<file path="config.mk">
export PLATFORM = sky130hd
export DESIGN_NAME = vga_output
export DESIGN_NICKNAME = d
export VERILOG_FILES = /design/src/hdl/isa_pkg.sv /design/src/hdl/vga_output.sv
export VERILOG_INCLUDE_DIRS = /design/src /design/src/include
export SDC_FILE = /design/constraint.sdc
export NUM_CORES = 1
export LEC_CHECK = 0
export CORE_UTILIZATION = 65
export CTS_CLUSTER_SIZE = 25
export DETAILED_ROUTE_END_ITERATION = 10
export DONT_BUFFER_PORTS = 1
export PLACE_DENSITY = 0.77
export SLEW_MARGIN = 20
export SYNTH_ARGS = -nofsm -noshare
export SYNTH_HDL_FRONTEND = slang
export SYNTH_SLANG_ARGS = --single-unit
export TNS_END_PERCENT = 50
</file>
<file path="constraint.sdc">
create_clock -name clk -period 4.3 [get_ports clk]
set_input_delay 0.86 -clock clk [delete_from_list [all_inputs] [get_ports clk]]
set_output_delay 0.86 -clock clk [all_outputs]
set_load 0.005 [all_outputs]
</file>
<file path="src/include/mem_settings.svh">
`ifndef MEM_SETTINGS_SVH
`define MEM_SETTINGS_SVH

// data path width
`define ISA_WIDTH 32

// log2 of ram word count, 16k words is 64 KB
`define RAM_DEPTH 14

// I/O page lives in the top 1 KB of the address space
`define IO_START_BIT 31
`define IO_END_BIT   10
`define IO_HIGH_ADDR 22'h3FFFFF

// picks keypad (0x..60) or vga (0x..70) inside the I/O page
`define IO_TYPE_BIT  4

`endif

</file>
<file path="src/hdl/isa_pkg.sv">
`default_nettype none

`include "mem_settings.svh"

package isa_pkg;

    // one machine word
    typedef logic [`ISA_WIDTH-1:0] word_t;

    // request from ex/mem pipeline register
    typedef struct packed {
        word_t addr;        // byte address from alu
        word_t store_data;  // register value to store
        logic  read_en;     // load instruction
        logic  write_en;    // store instruction
        logic  no_op;       // bubble, kills both enables
    } mem_req_t;

endpackage

`default_nettype wire

</file>
<file path="src/hdl/vga_output.sv">
`default_nettype none
`timescale 1ns/1ps

`include "mem_settings.svh"

module vga_output (
    input  wire                 clk,
    input  wire                 rst,
    input  wire                 we,            // cpu store to vga port
    input  wire isa_pkg::word_t wdata,
    output isa_pkg::word_t      display_word,  // word on screen
    output logic [4:0]          scan_pos,      // bit being drawn
    output logic                scan_bit       // value of that bit
);
    import isa_pkg::*;

    word_t      disp_q;  // display register
    logic [4:0] pos_q;   // scan counter

    always_ff @(posedge clk) begin
        if (rst) begin
            disp_q <= '0;
        end else if (we) begin
            disp_q <= wdata;  // new word shows next cycle
        end
    end

    // free running, wraps 31 -> 0 by width
    always_ff @(posedge clk) begin
        if (rst) begin
            pos_q <= '0;
        end else begin
            pos_q <= pos_q + 5'd1;
        end
    end

    assign display_word = disp_q;
    assign scan_pos     = pos_q;
    assign scan_bit     = disp_q[pos_q];  // display draws one bit per cycle

endmodule

`default_nettype wire

</file>
==> metrics.yaml <==
run_status:
  status: "completed"
timing:
  drv_slew: 0
  worstMarginPinSlew_ns: 0.7603
  holdWs_ns: 0.5477
  rsz0062_at_grt: "false"
  fin_tns_setup_ns: 0
  period_share_pct: 67.87
  max_freq_ghz: 0.3427
  clock-skew-final_ns: 0.002499
  setup_violations: 0
  post-route-min-period_ns: 2.918
  max_slew_margin_pct: 49.25
  finalHoldViolCount: 0
logic_synthesis:
  synth_top_area_share_pct: 46.07
  synth_cell_types: 24
  yosysWarnings: 0
  syn_nets: 189
  ys_seq_elements: 37
  syn_avg_cell_area_um2: 10.51
  synth.area.top_cells: "dfxtp_1, mux2i_1, nor2_1"
  syn_inst: 153
  synthArstFlopShare_pct: 0
  seq_area_frac_synth_pct: 46.07
  ys.flop_type: "dfxtp_1"
  synth_top_area_cell: "dfxtp_1"
  synth_edf_count: 0
  synth_area_um2: 1608
cts:
  ctsLongestPathBuffers: 2
  h-tree-depth: 2
  numCtsBuffers: 5
  cts_resized: 0
  root_buffer: "clkbuf_4"
  cts.sinks: 37
  holdBufCountCts: 0
  cts_setup_buffers: 0
  clk_pin_slew_ns: 0.10
  cts_tree: "done"
  insertion_delay_ns: 0.35
route:
  drt_iter0_markers: 23
  wl_per_cell_um: 16.98
  viasPerCell: 6.096
  remaining_drc_errors: 0
  routed_wl_mm: 3.023
  dr.pass1.iters: 4
  ant_nets: 0
  vias: 1085
placed_design:
  place.gp.congestion: 0.8311
  dp_cells: 170
  portBuffers: 0
  dp_hpwl_mm: 2.145
finish:
  antenna_cells: 0
  fillers: 178
  layout-drive-gt1-share_pct: 6.667
  final_util_pct: 72.84
  fin_nets: 185
  final_cells: 178
  area_delta_synth_final_pct: 3.113
grt:
  antenna_found_initial: 0
  grt_max_degree: 38
  grt_pass1_vias: 1022
  grt_overflow_total: 0
  grt_pass1_wl_mm: 4.574
  grt_usage_pct: 24.24
worst_setup_path:
  r2r_end: "scan_pos[4]"
  start_kind: "flip-flop"
  reg2reg_depth: 3
  crit_type: "reg2out"
  worst_setup_path_end_kind: "output port"
  timing.rr.start: "scan_pos[2]"
  critPathArrivalTime_ns: 2.06
  cp-startpoint: "scan_pos[2]"
  r2r_slack_ns: 2.92
  crit_fanout: 16
  required_ns: 3.44
  critPathCapture: "scan_bit"
power_and_ir_drop:
  combPwrFrac_pct: 8.6
  p_int_mw: 0.4942
  pwr-share-seq_pct: 59.7
  power.share.switching_pct: 24.31
  powerDensity_nw_per_um2: 393.8
  cellLeakagePower_nw: 0.7124
  p_total_mw: 0.6529
  power_switching_mw: 0.1587
  max-vdd-ir-drop_uv: 299.3
  clkPwrFrac_pct: 31.7
flow_run:
  drv_cap: 0
floorplanning:
  ioPinCount: 73
  die_w_um: 51.74
  die_h_um: 51.74
  fp.coreArea_um2: 2276
  std_cell_rows: 17
  initial_core_util_pct: 70.64
  die-area_um2: 2677
hold_path:
  min_path_type: "reg2reg"
  worstHoldStart: "display_word[27]"
  hold_depth: 2
cell families (layout without fill, tap and decap cells):
family                     Yosys count  count (layout)  synth area share [%]
muxes                               45              45                 32.14
AOI/OAI and AO/OA                    5               5                 2.412
buffers and inverters               12               9                 3.657
and+or+nand+nor                     50              50                 13.31
DFF                                 37              37                 46.07
adders and majority gates            1               1                0.7781
xor gates and xnor gates             3               3                 1.635
power groups by stage:
stage	clock [mW]	sequential, mW	combinational, mW
after floorplan	0	0.386	0.0680
after global placement	0	0.397	0.0535
after detailed placement	0	0.398	0.0559
after CTS	0.208	0.390	0.0567
after global routing	0.225	0.394	0.0619
final	0.207	0.390	0.0561
final cells by class:
| type | instances | area (µm²) | share of cell area, % |
|---|---|---|---|
| multi-input cells | 104 | 808.3 | 48.75 |
| flip-flops and latches | 37 | 740.7 | 44.68 |
| clock buffers | 7 | 65.06 | 3.925 |
| well taps | 28 | 35.03 | 2.113 |
| clock inverters | 1 | 5.005 | 0.3019 |
| inverters | 1 | 3.754 | 0.2264 |
cells in the final DEF (no fill, tap or decap):
| cell type | n |
|---|---|
| nor2_1 | 37 |
| a211oi_1 | 2 |
| dfxtp_1 | 37 |
| o2111ai_1 | 1 |
| xnor2_1 | 2 |
| nand3_2 | 1 |
| xor2_1 | 1 |
| nand2b_1 | 1 |
| inv_1 | 1 |
| clkinv_2 | 1 |
| nand2_1 | 3 |
| mux4_1 | 4 |
| nand4_1 | 1 |
| nand3_1 | 3 |
| a22oi_1 | 2 |
| and2_1 | 1 |
| ha_1 | 1 |
| clkbuf_8 | 2 |
| clkbuf_4 | 5 |
| mux2_2 | 1 |
| nor2b_1 | 2 |
| and2b_1 | 1 |
| mux2i_1 | 40 |
stage by stage:
stage / worst slack, ns / cell area, µm²
CTS: 1.353 / 1658
finish: 1.382 / 1658
floorplan: 2.001 / 1608
detailed placement: 1.752 / 1588
global placement: 1.803 / 1588
global route: 1.259 / 1658
worst max-delay path, cell delays in order (launching register included):
cell and delay [ns]:
dfxtp_1 0.83, mux4_1 0.40, mux2_2 0.29, nand3_2 0.07
nand4_1 0.12
cells in the mapped netlist (2+ instances only):
cell type	n
a211oi_1	2
a22oi_1	2
nor2b_1	2
nand2_1	3
xnor2_1	2
nand3_1	3
mux4_1	4
dfxtp_1	37
nor2_1	37
buf_2	5
clkbuf_1	4
mux2i_1	40
per-layer routing:
metal	vias up	routed length, µm	part of all wire, %	global-route usage, %
met1	498	1249	41	26.80
met4	0	23	0.76	14.86
li1	522	-	-	-
met3	4	277	9.2	9.649
met2	61	1473	49	38.74
met5	-	0	0	0
sequential cells by signal (all words and copies together) (netlist names):
register,flops
display_word,32
scan_pos,5
worst min path at each step:
stage	to	slack, ns
after floorplan	display_word[10]	0.50
after detailed placement	display_word[31]	0.53
final	display_word[27]	0.55
after CTS	display_word[27]	0.55
after global placement	display_word[19]	0.52
after global routing	scan_pos[1]	0.54
No activity file was read; power rests on OpenSTA's default activity.
