==> src/include/mem_settings.svh <==
`ifndef MEM_SETTINGS_SVH
`define MEM_SETTINGS_SVH

// data path width
`define ISA_WIDTH 32

// log2 of ram word count, 16k words is 64 KB
`define RAM_DEPTH 14

// I/O page lives in the top 1 KB of the address space
`define IO_START_BIT 31
`define IO_END_BIT   10
`define IO_HIGH_ADDR 22'h3FFFFF

// picks keypad (0x..60) or vga (0x..70) inside the I/O page
`define IO_TYPE_BIT  4

`endif

==> src/hdl/io_pkg.sv <==
`default_nettype none

`include "mem_settings.svh"

package io_pkg;

    // decoded target of a cpu access
    typedef enum logic [1:0] {
        IO_RAM    = 2'd0,  // data ram, default target
        IO_KEYPAD = 2'd1,  // keypad input port
        IO_VGA    = 2'd2   // vga output port
    } io_sel_t;

    // one write from the serial program loader
    typedef struct packed {
        logic                  we;    // write strobe
        logic [`ISA_WIDTH-1:0] addr;  // byte address
        logic [`ISA_WIDTH-1:0] data;  // word to store
    } loader_wr_t;

    // one keypad event
    typedef struct packed {
        logic valid;    // a bit key was pressed
        logic bit_val;  // 0 or 1 key
        logic clear;    // clear key
    } key_evt_t;

endpackage

`default_nettype wire

==> src/hdl/isa_pkg.sv <==
`default_nettype none

`include "mem_settings.svh"

package isa_pkg;

    // one machine word
    typedef logic [`ISA_WIDTH-1:0] word_t;

    // request from ex/mem pipeline register
    typedef struct packed {
        word_t addr;        // byte address from alu
        word_t store_data;  // register value to store
        logic  read_en;     // load instruction
        logic  write_en;    // store instruction
        logic  no_op;       // bubble, kills both enables
    } mem_req_t;

endpackage

`default_nettype wire

==> src/hdl/data_mem.sv <==
`default_nettype none
`timescale 1ns/1ps

`include "mem_settings.svh"

module data_mem (
    input  wire                     clk,
    input  wire                     rst,
    input  wire                     loader_active,  // loader owns the ram
    input  wire io_pkg::loader_wr_t loader,         // loader write port
    input  wire isa_pkg::mem_req_t  req,            // from ex/mem register

    output logic                    ram_en,
    output logic                    ram_we,
    output logic [`RAM_DEPTH-1:0]   ram_addr,       // word address
    output isa_pkg::word_t          ram_wdata,
    input  wire isa_pkg::word_t     ram_rdata,

    output logic                    input_take,     // keypad read, clears keypad
    input  wire isa_pkg::word_t     input_data,

    output logic                    vga_we,
    output isa_pkg::word_t          vga_data,

    output isa_pkg::word_t          read_data       // to mem/wb register
);
    import isa_pkg::*;
    import io_pkg::*;

    logic    io_page;   // addr in top 1 KB
    io_sel_t sel;       // decoded target
    logic    cpu_go;    // request may act
    logic    cpu_rd;
    logic    cpu_wr;
    io_sel_t rd_sel_q;  // target of last completed read
    word_t   key_q;     // keypad word captured on take

    // address decode
    assign io_page = (req.addr[`IO_START_BIT:`IO_END_BIT] == `IO_HIGH_ADDR);

    always_comb begin
        if (!io_page) begin
            sel = IO_RAM;
        end else if (req.addr[`IO_TYPE_BIT]) begin
            sel = IO_VGA;
        end else begin
            sel = IO_KEYPAD;
        end
    end

    assign cpu_go = ~req.no_op & ~loader_active;  // bubbles and loader mode kill cpu
    assign cpu_rd = cpu_go & req.read_en;
    assign cpu_wr = cpu_go & req.write_en;

    // ram port steering, loader wins while active
    always_comb begin
        if (loader_active) begin
            ram_en    = loader.we;
            ram_we    = loader.we;
            ram_addr  = loader.addr[`RAM_DEPTH+1:2];  // byte to word address
            ram_wdata = loader.data;
        end else begin
            ram_en    = (cpu_rd | cpu_wr) & (sel == IO_RAM);
            ram_we    = cpu_wr & (sel == IO_RAM);      // no ram write for io addresses
            ram_addr  = req.addr[`RAM_DEPTH+1:2];     // upper bits dropped, wraps
            ram_wdata = req.store_data;
        end
    end

    // io strobes
    assign input_take = cpu_rd & (sel == IO_KEYPAD);  // keypad writes ignored
    assign vga_we     = cpu_wr & (sel == IO_VGA);     // vga reads ignored
    assign vga_data   = req.store_data;

    // remember what the last read hit so data lines up with ram latency
    always_ff @(posedge clk) begin
        if (rst) begin
            rd_sel_q <= IO_VGA;  // zero source until first read
        end else if (cpu_rd) begin
            rd_sel_q <= sel;
        end
    end

    always_ff @(posedge clk) begin
        if (rst) begin
            key_q <= '0;
        end else if (input_take) begin
            key_q <= input_data;  // keypad clears on same edge
        end
    end

    // read data return mux
    always_comb begin
        case (rd_sel_q)
            IO_RAM:    read_data = ram_rdata;
            IO_KEYPAD: read_data = key_q;
            default:   read_data = '0;  // vga reads give zero
        endcase
    end

endmodule

`default_nettype wire

==> config.mk <==
export PLATFORM = sky130hd
export DESIGN_NAME = data_mem
export DESIGN_NICKNAME = d
export VERILOG_FILES = /design/src/hdl/io_pkg.sv /design/src/hdl/isa_pkg.sv /design/src/hdl/data_mem.sv
export VERILOG_INCLUDE_DIRS = /design/src /design/src/include
export SDC_FILE = /design/constraint.sdc
export NUM_CORES = 1
export LEC_CHECK = 0
export ABC_CLOCK_PERIOD_IN_PS = 1450
export BUFFER_PORTS_ARGS = -buffer_cell sky130_fd_sc_hd__buf_2
export CAP_MARGIN = 20
export CORE_AREA = 2 2 123 125
export DETAILED_ROUTE_END_ITERATION = 7
export DIE_AREA = 0 0 125 127
export GPL_ROUTABILITY_DRIVEN = 0
export PLACE_DENSITY = 0.54
export SYNTH_ARGS = -nofsm -noshare
export SYNTH_HDL_FRONTEND = slang
export SYNTH_SLANG_ARGS = --single-unit
==> constraint.sdc <==
create_clock -name clk -period 1.45 [get_ports clk]
set_input_delay 0 -clock clk [delete_from_list [all_inputs] [get_ports clk]]
set_output_delay 0 -clock clk [all_outputs]
set_load 0.05 [all_outputs]
==> run summary <==
status: finished clean
number of max-cap violations: 0
DRC viols: 0
total number of yosys warnings: 0
routed len/inst: 16.0 µm
P&R area growth vs syn: 78.1%
Fmax achieved: 0.725 GHz
DRT antenna net count: 0
Comb pwr share: 39.4%
initial antenna violation count: 1
1st-pass router iterations: 5
CTS tree: built
nets: 815
synthesized cell area: 2740 µm²
# fillers: 1553
Hold Fails Final Rpt: 0
Die X: 125 µm
CTS root buf: clkbuf_16
setup ws final: 0.0703 ns
Hold Crit Class: input pin to flop
kind of end point of the critical path: output pin
peak supply drop: 0.413 mV
Worst Setup Start Kind: input pin
clock latency on the worst-skew pair: 0.27 ns
synthesized area per cell: 8.26 µm²
Int Pwr: 0.00227 W
leakage: 2.22 nW
sequential cell area: 688 µm²
hold_ws: 0.00887 ns
Reg2Reg Capture Point: rd_sel_q[1]$_SDFFE_PP1P_
worst slew pin tran: 0.678 ns
clock skew: 0 ns
syn_nets: 531
Net Sw Frac: 37.3%
Worst Hold End: key_q[30]$_SDFFE_PP0P_
#FFs+latches synth: 34
vias per cell: 4.39
Tmin final: 1.38 ns
post-synth cell types: 23
vias in the first global route: 3519
total grt overflow: 0
global-route usage over all layers: 14.8%
crit path max fanout: 34
share of layout cells above drive strength 1: 66.4%
io pins: 313
Setup Viol. Count Final: 0
# rows: 44
Cells on Worst Hold Path: 3
Die Height: 127 µm
post-synth top area share: 24.8%
commonest cells after routing, fill and taps aside: buf_2 (289), mux2_2 (46), nand4_1 (37)
die area: 15900 µm²
Vias: 3520
Design Power: 0.00362 W
Yosys top cell by area: dfxtp_1
Bufs on Longest Clock Path: 2
CTS H-tree lvls: 2
initial drt markers: 169
initial core utilization: 19.0%
sequential share of power: 26.4%
setup total negative slack: 0 ns
clock network power share: 34.2%
Post-Place Worst Slack: 0.0117 ns
HPWL after detailed placement: 9840 µm
core area: 14400 µm²
reg-to-reg startpoint: rd_sel_q[1]$_SDFFE_PP1P_
largest net degree at the start of global routing: 35
HP Start: input_data[30]
WS Path Type: input pin to output pin
Pwr Density: 740 nW/µm²
multi-input logic area: 1770 µm²
reported net switching power: 0.00135 W
Crit path arrival time: 1.38 ns
reg2reg setup slack: 0.48 ns
Total Wirelength: 12800 µm
first-pass GRT wire length: 19100 µm
Max Slew Vio Count: 0
Reg clk slew, reported paths: 0.06 ns
commonest non-fill, non-tap cell in the layout: buf_2
Num CTS Buffers: 5
Clock Sinks: 34
Seq/Total Area, Yosys: 24.8%
Mapped Cells: 332
critical path data required time: 1.45 ns
fin crit share: 95.2%
Slew HR: 54.8%
port buffer count: 292
Critical Path Start: req[45]
worst reg2reg path depth: 2
Area contributors post-synth: dfxtp_1 (25%), mux2_2 (19%), mux2i_1 (12%)
==> Yosys cell counts <==
cell / n
or3b_1: 1
buf_4: 34
o21ai_1: 33
nor4b_4: 1
a22o_1: 1
or4_1: 1
mux2_2: 46
buf_2: 3
nand2_1: 4
buf_1: 3
nor2_2: 1
nand3_1: 1
nor4_2: 1
nand4_1: 37
o21a_1: 1
a21oi_1: 33
buf_6: 4
a32o_1: 1
a2bb2oi_1: 1
nor2_1: 36
mux2i_1: 32
clkbuf_1: 23
dfxtp_1: 34
==> layer usage <==
metal,global-route usage (%),wire [µm],vias up
met4,3.14,22,0
met5,0,0,-
met3,1.76,680,3
met2,26.9,6520,166
met1,18.9,5560,1605
li1,-,-,1746
==> worst max-delay path: stages <==
cell,delay (ns)
buf_2,0.09
nand2_1,0.10
or4_1,0.59
buf_12,0.20
nor2_2,0.12
buf_2,0.26
==> cells by family (layout without fill, tap and decap cells) <==
| logic type | Yosys count | in the layout | synth area share (%) |
|---|---|---|---|
| AOI/OAI and AO/OA | 70 | 70 | 13.3 |
| buffers and inverters | 67 | 351 | 15.1 |
| DFF | 34 | 34 | 24.8 |
| muxes | 78 | 78 | 30.6 |
| other | 0 | 1 | 0 |
| and+or+nand+nor | 83 | 83 | 16.2 |
==> power by group through the flow <==
stage | Combinational, W | Clock, W | Sequential [W]
floorplan | 0.000976 | 0 | 0.000956
global placement | 0.00135 | 0 | 0.000980
detailed placement | 0.00135 | 0 | 0.000980
CTS | 0.00143 | 0.00128 | 0.000958
global route | 0.00150 | 0.00132 | 0.000958
finish | 0.00142 | 0.00124 | 0.000956
==> metrics by stage <==
stage               instances  instance area [µm²]  utilization [%]
CTS                       797                 4800             33.3
floorplan                 332                 2820                -
global route              801                 4890             33.9
detailed placement        759                 4300             29.8
global placement          759                 4300             29.8
finish                    801                 4890             33.9
==> final cells by class <==
type	count	share of cell area (%)
clock buffer	6	2.84
tap	184	4.71
multi-input combinational	231	36.3
antenna	1	0.0512
timing repair buffer	344	41.4
sequential	34	14.1
clock inverter	1	0.615
==> flip-flops by register name, indices dropped and copies added, names as in the netlist <==
signal and cells:
rd_sel_q 2, key_q 32
==> timing repair <==
item                       in CTS  in global routing
setup buffers                   0                  1
resized for setup               3                 11
gates cloned                    0                  2
hold buffers                   31                  0
pin swaps                       0                  1
setup endpoints to repair      32                 24
hold endpoints to repair       31                  0
==> how the worst max path moves through the flow <==
stage / endpoint / slack [ns] / cells past startpoint
2_1_floorplan: input_take / -0.07 / 6
3_3_place_gp: key_q[13]$_SDFFE_PP0P_ / 0.04 / 7
3_5_place_dp: key_q[26]$_SDFFE_PP0P_ / 0.01 / 7
4_1_cts: read_data[13] / 0.002 / 4
5_1_grt: read_data[31] / -0.01 / 4
6_report: input_take / 0.07 / 6
(Power assumes the default switching activity.)
