**src/include/mem_settings.svh**
```systemverilog
`ifndef MEM_SETTINGS_SVH
`define MEM_SETTINGS_SVH

// data path width
`define ISA_WIDTH 32

// log2 of ram word count, 16k words is 64 KB
`define RAM_DEPTH 14

// I/O page lives in the top 1 KB of the address space
`define IO_START_BIT 31
`define IO_END_BIT   10
`define IO_HIGH_ADDR 22'h3FFFFF

// picks keypad (0x..60) or vga (0x..70) inside the I/O page
`define IO_TYPE_BIT  4

`endif

```
**src/hdl/io_pkg.sv**
```systemverilog
`default_nettype none

`include "mem_settings.svh"

package io_pkg;

    // decoded target of a cpu access
    typedef enum logic [1:0] {
        IO_RAM    = 2'd0,  // data ram, default target
        IO_KEYPAD = 2'd1,  // keypad input port
        IO_VGA    = 2'd2   // vga output port
    } io_sel_t;

    // one write from the serial program loader
    typedef struct packed {
        logic                  we;    // write strobe
        logic [`ISA_WIDTH-1:0] addr;  // byte address
        logic [`ISA_WIDTH-1:0] data;  // word to store
    } loader_wr_t;

    // one keypad event
    typedef struct packed {
        logic valid;    // a bit key was pressed
        logic bit_val;  // 0 or 1 key
        logic clear;    // clear key
    } key_evt_t;

endpackage

`default_nettype wire

```
**src/hdl/isa_pkg.sv**
```systemverilog
`default_nettype none

`include "mem_settings.svh"

package isa_pkg;

    // one machine word
    typedef logic [`ISA_WIDTH-1:0] word_t;

    // request from ex/mem pipeline register
    typedef struct packed {
        word_t addr;        // byte address from alu
        word_t store_data;  // register value to store
        logic  read_en;     // load instruction
        logic  write_en;    // store instruction
        logic  no_op;       // bubble, kills both enables
    } mem_req_t;

endpackage

`default_nettype wire

```
**src/hdl/keypad_input.sv**
```systemverilog
`default_nettype none
`timescale 1ns/1ps

`include "mem_settings.svh"

module keypad_input (
    input  wire                   clk,
    input  wire                   rst,
    input  wire io_pkg::key_evt_t key,        // press or clear event
    input  wire                   take,       // cpu read of keypad port
    output isa_pkg::word_t        input_data  // binary word typed so far
);
    import isa_pkg::*;

    word_t word_q;  // entry register

    // binary entry, newest bit at lsb
    // take beats a press on the same cycle, press is dropped
    always_ff @(posedge clk) begin
        if (rst) begin
            word_q <= '0;
        end else if (take || key.clear) begin
            word_q <= '0;  // consumed by cpu or cleared by user
        end else if (key.valid) begin
            word_q <= {word_q[`ISA_WIDTH-2:0], key.bit_val};  // shift in pressed bit
        end
    end

    assign input_data = word_q;

endmodule

`default_nettype wire

```
**config.mk**
```make
export PLATFORM = sky130hd
export DESIGN_NAME = keypad_input
export DESIGN_NICKNAME = d
export VERILOG_FILES = /design/src/hdl/io_pkg.sv /design/src/hdl/isa_pkg.sv /design/src/hdl/keypad_input.sv
export VERILOG_INCLUDE_DIRS = /design/src /design/src/include
export SDC_FILE = /design/constraint.sdc
export NUM_CORES = 1
export LEC_CHECK = 0
export BUFFER_PORTS_ARGS = -buffer_cell sky130_fd_sc_hd__buf_4
export CELL_PAD_IN_SITES_DETAIL_PLACEMENT = 1
export CELL_PAD_IN_SITES_GLOBAL_PLACEMENT = 1
export CORE_MARGIN = 2
export CORE_UTILIZATION = 33
export DETAILED_ROUTE_END_ITERATION = 10
export GPL_TIMING_DRIVEN = 0
export HOLD_SLACK_MARGIN = 0.02
export PLACE_DENSITY_LB_ADDON = 0.1
export SLEW_MARGIN = 20
export SYNTH_ARGS = -nofsm -noshare
export SYNTH_HDL_FRONTEND = slang
export SYNTH_SLANG_ARGS = --single-unit
```
**constraint.sdc**
```tcl
create_clock -name clk -period 0.9 [get_ports clk]
set_input_delay 0.09 -clock clk [delete_from_list [all_inputs] [get_ports clk]]
set_output_delay 0.09 -clock clk [all_outputs]
set_load 0.05 [all_outputs]
```
==> run metrics, run 1 <==
Die H 62.9 um; Routed Antenna Nets 0; Pint approximately 0.0019 W; Worst Tran Pin Value just over 0.3 ns; Post-Synth XOR/XNOR Area 0%; fillcell total 360; Via density 4.38; Mapped Area approximately 1100 um2; multi-input logic area about 450 um2; largest net degree at the start of global routing 11; clock root buffer master clkbuf_4; simple-gate area share of the yosys netlist between 10 and 15%; register area share after synthesis between 50 and 60%; normalized max-slew margin 79.2%; outcome finished, violations left; switching pwr around 0.00053 W; master of the slowest instance on the critical path dfxtp_4; YS warnings 0; Reg power frac about three fifths; first-pass GRT wire length 5130 um; Power, Total around 0.0024 W; Ports 38; share of layout cells above drive strength 1 between 60 and 70%; crit-path max FO 3; gr usage total approximately 17%; routed len/inst 13.3 um; cell family with most CP delay flip-flops; Tcrit/Tclk final 104%; Final Hold Fails 0; leakage power 0.954 nW; total global routing overflow 0; Largest stage delay, worst path ~0.38 ns; Final Skew 0.00582 ns; WL final slightly above 3000 um; Pins Over Slew Limit 0; Die ar. a little under 4000 um2; DR iter-0 viols 14; synthesized net count 111; TritonCTS clock tree built; Pwr Density 1160 nW/um2; Util after Layout between 60 and 70%; Synth Register Bits 32; Core Area around 3300 um2; Worst Hold Class primary input to flop; CP bufs+invs 1; FP Rows 21; Final Critical Period just over 0.9 ns; DRC errors left 0; Initial Util about a third; final setup violation count 32; nets@finish 186; die extent in x approximately 63 um; RePlAce Congestion 0.663; Synth Instances around 110; VDD IR max 0.000901 V; Synth cell types 7; CP Launch Type flop; Clk pwr share 35.7%; Syn-to-layout area delta 79.8%; Port-buffer cells 36; Antenna Cells 0; max reg flops 32; Avg Cell Area, Syn approximately 11 um2; switch share between 20 and 25%; commonest non-fill, non-tap cell in the layout buf_4; CTS Buf Count 5; initial antenna violation count 0; Worst-Skew Late Latency 0.32 ns; failing checks setup timing; storage element area 686 um2; H-tree levels 2; fmax around 1100 MHz; main combinational cell family by area after synthesis multiplexers; post-DP HPWL between 1500 and 2000 um; adder-cell share of the synthesized area 0%; max cap viols 0; vias in the first global route 1059; CTS clk-pin slew, worst paths roughly 0.090 ns; mux contribution to synthesized area between 20% and 30%; kind of critical path flop to output port; first drt pass iteration count 2; combinational power share under 10%; crit end category output port; clk sink count 32; WP data arrival approximately 0.84 ns; Compound-Gate Fraction of Synth Area 0%; clk buf depth 2; required time of the critical path ~0.8 ns; fin worst setup slack -0.0337 ns; most frequent cells in the layout buf_4, mux2i_1, nor2_1, buf_8, dfxtp_2; worst path cell trace buf_8; RSZ-0062 raised after global routing true; vias between 900 and 1000
-- synthesized netlist by cell type --
cell type	n	area (um2)
clkbuf_2	1	5.00
buf_6	3	33.8
buf_2	4	20.0
mux2i_1	32	320
or3_1	1	6.26
nor2_1	32	120
dfxtp_1	32	641
-- logic make-up after synthesis --
family,count (synthesis)
buf+inv,8
mux,32
flops,32
simple gates,33
-- per-stage QoR --
stage	cells	TNS [ns]	setup WS, ns	hold WS, ns	cell area (um2)
2_1_floorplan	105	-0.224	-0.0107	0.237	1160
3_3_place_gp	187	-4.47	-0.156	0.325	1490
3_5_place_dp	187	-4.83	-0.178	0.335	1490
4_1_cts	224	-0.802	-0.0428	0.0970	2030
5_1_grt	227	-2.24	-0.0860	0.137	2060
6_report	227	-0.573	-0.0337	0.0954	2060
-- final cells by class --
type	instances	area share, %
plain buffers	8	2.85
well taps	46	2.79
flip-flops and latches	32	33.3
repair buffers	68	36.6
multi-input cells	65	21.7
clock buffers	8	2.85
-- what timing repair did --
| item | in CTS | in global routing |
|---|---|---|
| pin swaps | 0 | 1 |
| setup endpoints to repair | 32 | 32 |
| endpoints found under the hold margin | 1 | 0 |
| hold buffers | 1 | 0 |
| resized for setup | 86 | 2 |
| setup buffers | 28 | 3 |
-- per-layer routing --
layer,track usage [%],routed length [um]
met2,29.4,1610
met5,0,0
met4,5.83,40
met3,7.39,140
met1,18.2,1230
-- worst register-to-register path: cells and delay by family, from the launching register on --
kind                   cells  cell delay, ns
buffers and inverters      2            0.25
DFF                        1            0.34
muxes                      1            0.15
and+or+nand+nor            1            0.07
-- worst paths after layout --
kind / cells past startpoint / end / from / slack (ns)
min: 3 / input_data[31]$_SDFFE_PP0P_ / key[2] / 0.1
max: 1 / input_data[0] / input_data[0]$_SDFFE_PP0P_ / -0.03
max reg2reg: 4 / input_data[16]$_SDFFE_PP0P_ / input_data[15]$_SDFFE_PP0P_ / -0.02
min reg2reg: 2 / input_data[31]$_SDFFE_PP0P_ / input_data[31]$_SDFFE_PP0P_ / 0.53
-- power groups by stage --
stage          registers, W  clock network, W  logic (W)
2_1_floorplan       0.00145                 0  0.0000873
3_3_place_gp        0.00145                 0   0.000119
6_report            0.00141          0.000854   0.000125
5_1_grt             0.00141          0.000949   0.000135
3_5_place_dp        0.00145                 0   0.000121
4_1_cts             0.00142          0.000868   0.000127
(Power assumes the default switching activity.)
==> inputs of run 2 (changes only) <==
--- a/config.mk
+++ b/config.mk
@@ -10,7 +10,7 @@
 export CELL_PAD_IN_SITES_DETAIL_PLACEMENT = 1
 export CELL_PAD_IN_SITES_GLOBAL_PLACEMENT = 1
 export CORE_MARGIN = 2
-export CORE_UTILIZATION = 33
+export CORE_UTILIZATION = 39
 export DETAILED_ROUTE_END_ITERATION = 10
 export GPL_TIMING_DRIVEN = 0
 export HOLD_SLACK_MARGIN = 0.02
==> constraint.sdc (replaced) <==
create_clock -name clk -period 1.14 [get_ports clk]
set_input_delay 0.114 -clock clk [delete_from_list [all_inputs] [get_ports clk]]
set_output_delay 0.114 -clock clk [all_outputs]
set_load 0.05 [all_outputs]
==> run metrics, run 2 (synthesis gave the netlist of run 1 again) <==
outcome completed; share of layout cells above drive strength 1 33.6% (-29 points); WHS Path Cells 3 (unchanged); RSZ-0062 raised after global routing false; Reg power frac 59.3% (+0.3 points); WL final 2260 um (-25%); normalized max-slew margin 80.7% (+1.5 points); Die ar. 3390 um2 (-14%); clk sink count 32 (unchanged); die extent in x 58.2 um (-7.5%); Core Area 2780 um2 (-17%); switching pwr 0.000419 W (-22%); worst path cell trace buf_4; Via density 4.71 (+7.6%); Die H 58.2 um (-7.5%); R2R Setup Slk 0.50 ns (+0.52 ns); Clk pwr share 35.8% (about the same); Routed Antenna Nets 0 (unchanged); Pint 0.00147 W (-21%); WP data arrival 0.93 ns (+0.09 ns); FP Rows 19 (-9.5%); TritonCTS clock tree built; VDD IR max 0.000840 V (-6.8%); first drt pass iteration count 2 (unchanged); required time of the critical path 1.03 ns (+0.22 ns); clk buf depth 2 (unchanged); Final Skew 0.00560 ns (-0.000221 ns); switch share 22.2% (-0.12 points); largest net degree at the start of global routing 11 (unchanged); Gates resized, CTS repair 0 (-100%); RePlAce Congestion 0.695 (+4.8%); master of the slowest instance on the critical path dfxtp_1; DRC errors left 0 (unchanged); nets@finish 154 (-17%); Worst Tran Pin Value 0.289 ns (-0.0227 ns); Worst R2R End input_data[21]$_SDFFE_PP0P_; # Post-CTS Setup Buffers 0 (-100%); Pwr Density 1250 nW/um2 (+7.4%); crit end category output port; leakage power 0.708 nW (-26%); Hold EP input_data[0]$_SDFFE_PP0P_; worst hold start key[1]; H-tree levels 2 (unchanged); total global routing overflow 0 (unchanged); Final Hold Fails 0 (unchanged); kind of critical path flop to output port; Ports 38 (unchanged); Tcrit/Tclk final just over 90%; CTS clk-pin slew, worst paths 0.09 ns (about the same); Util after Layout 54.4% (-7.3 points); cell family with most CP delay flip-flops; combinational power share 4.9% (-0.4 points); CP bufs+invs 1 (unchanged); initial antenna violation count 0 (unchanged); max cap viols 0 (unchanged); CTS Hold Bufs 0 (-1); final setup violation count 0 (-100%); Antenna Cells 0 (unchanged); Top Usage Layer GRT met2; Pins Over Slew Limit 0 (unchanged); vias 848 (-15%); CTS Buf Count 5 (unchanged); M1 GR Usage 16.7% (-1.5 points); Port-buffer cells 36 (unchanged); Worst-Skew Late Latency 0.34 ns (+0.02 ns); fmax 955 MHz; Initial Util 41.2% (+6.9 points); Worst Hold Class primary input to flop; most frequent cells in the layout buf_4, mux2i_1, nor2_1, dfxtp_1, clkbuf_4; RR Startpoint input_data[20]$_SDFFE_PP0P_; Final Critical Period roughly 1.0 ns; max reg flops 32 (unchanged); first-pass GRT wire length 3690 um (-28%); crit-path max FO 3 (unchanged); commonest non-fill, non-tap cell in the layout buf_4; worst r2r path cells 2 (-2); post-DP HPWL 1600 um (-6.0%); Largest stage delay, worst path 0.38 ns (about the same); DR iter-0 viols 10 (-4); vias in the first global route 821 (-22%); Syn-to-layout area delta 32.1%; met3 Use GR 8.93% (+1.5 points); routed len/inst 12.5 um (-5.9%); gr usage total 15.1% (-1.8 points); post-route setup TNS 0 ns (+0.573 ns); met2 Use GR 23.4% (-6.0 points); clock root buffer master clkbuf_4; CP Launch Type flop
## run 2: cell count changes in the layout (fill, tap and decap cells not counted), sizes merged
cell / previous run / this run
dlygate4sd3: 1 / 0
buf: 74 / 43
## run 2: power groups by stage
stage | Sequential, W | Combinational, W | Clock [W]
finish | 0.00112 | 0.0000925 | 0.000675
global route | 0.00112 | 0.000100 | 0.000752
CTS | 0.00112 | 0.0000945 | 0.000699
detailed placement | 0.00114 | 0.0000942 | 0
global placement | 0.00114 | 0.0000921 | 0
floorplan | 0.00115 | 0.0000689 | 0
## run 2: tightest hold or removal path, stage by stage
cell     delay (ns)
buf_4          0.08
mux2i_1        0.06
nor2_1         0.08
## run 2: final cells by class
cell class	count	area [um2]
well taps	31	38.8
multi-input cells	65	447
fillers	327	1270
flip-flops and latches	32	641
clock buffers	8	58.8
plain buffers	8	58.8
repair buffers	36	270
## run 2: routing by layer
layer | part of all wire, % | wire length (um)
met1 | 43 | 979
met2 | 46 | 1050
met3 | 7.8 | 177
met4 | 2.3 | 53
met5 | 0 | 0
## run 2: worst max-delay path by stage
stage | cells after the start | endpoint | start | slack [ns]
after detailed placement | 5 | input_data[10]$_SDFFE_PP0P_ | key[0] | 0.05
after global routing | 1 | input_data[26] | input_data[26]$_SDFFE_PP0P_ | 0.02
after CTS | 1 | input_data[26] | input_data[26]$_SDFFE_PP0P_ | 0.07
after global placement | 5 | input_data[17]$_SDFFE_PP0P_ | key[0] | 0.07
final | 1 | input_data[26] | input_data[26]$_SDFFE_PP0P_ | 0.09
after floorplan | 2 | input_data[10]$_SDFFE_PP0P_ | input_data[9]$_SDFFE_PP0P_ | 0.23
## run 2: per-stage QoR
step                cell area [um2]  total power, W  hold slack (ns)  setup WS (ns)  instances
global placement               1460         0.00124            0.346         0.0717        172
global route                   1510         0.00197           0.0496         0.0197        180
floorplan                      1150         0.00122            0.261          0.229        105
finish                         1510         0.00189           0.0291         0.0927        180
CTS                            1510         0.00191           0.0236         0.0742        180
detailed placement             1460         0.00124            0.379         0.0475        172
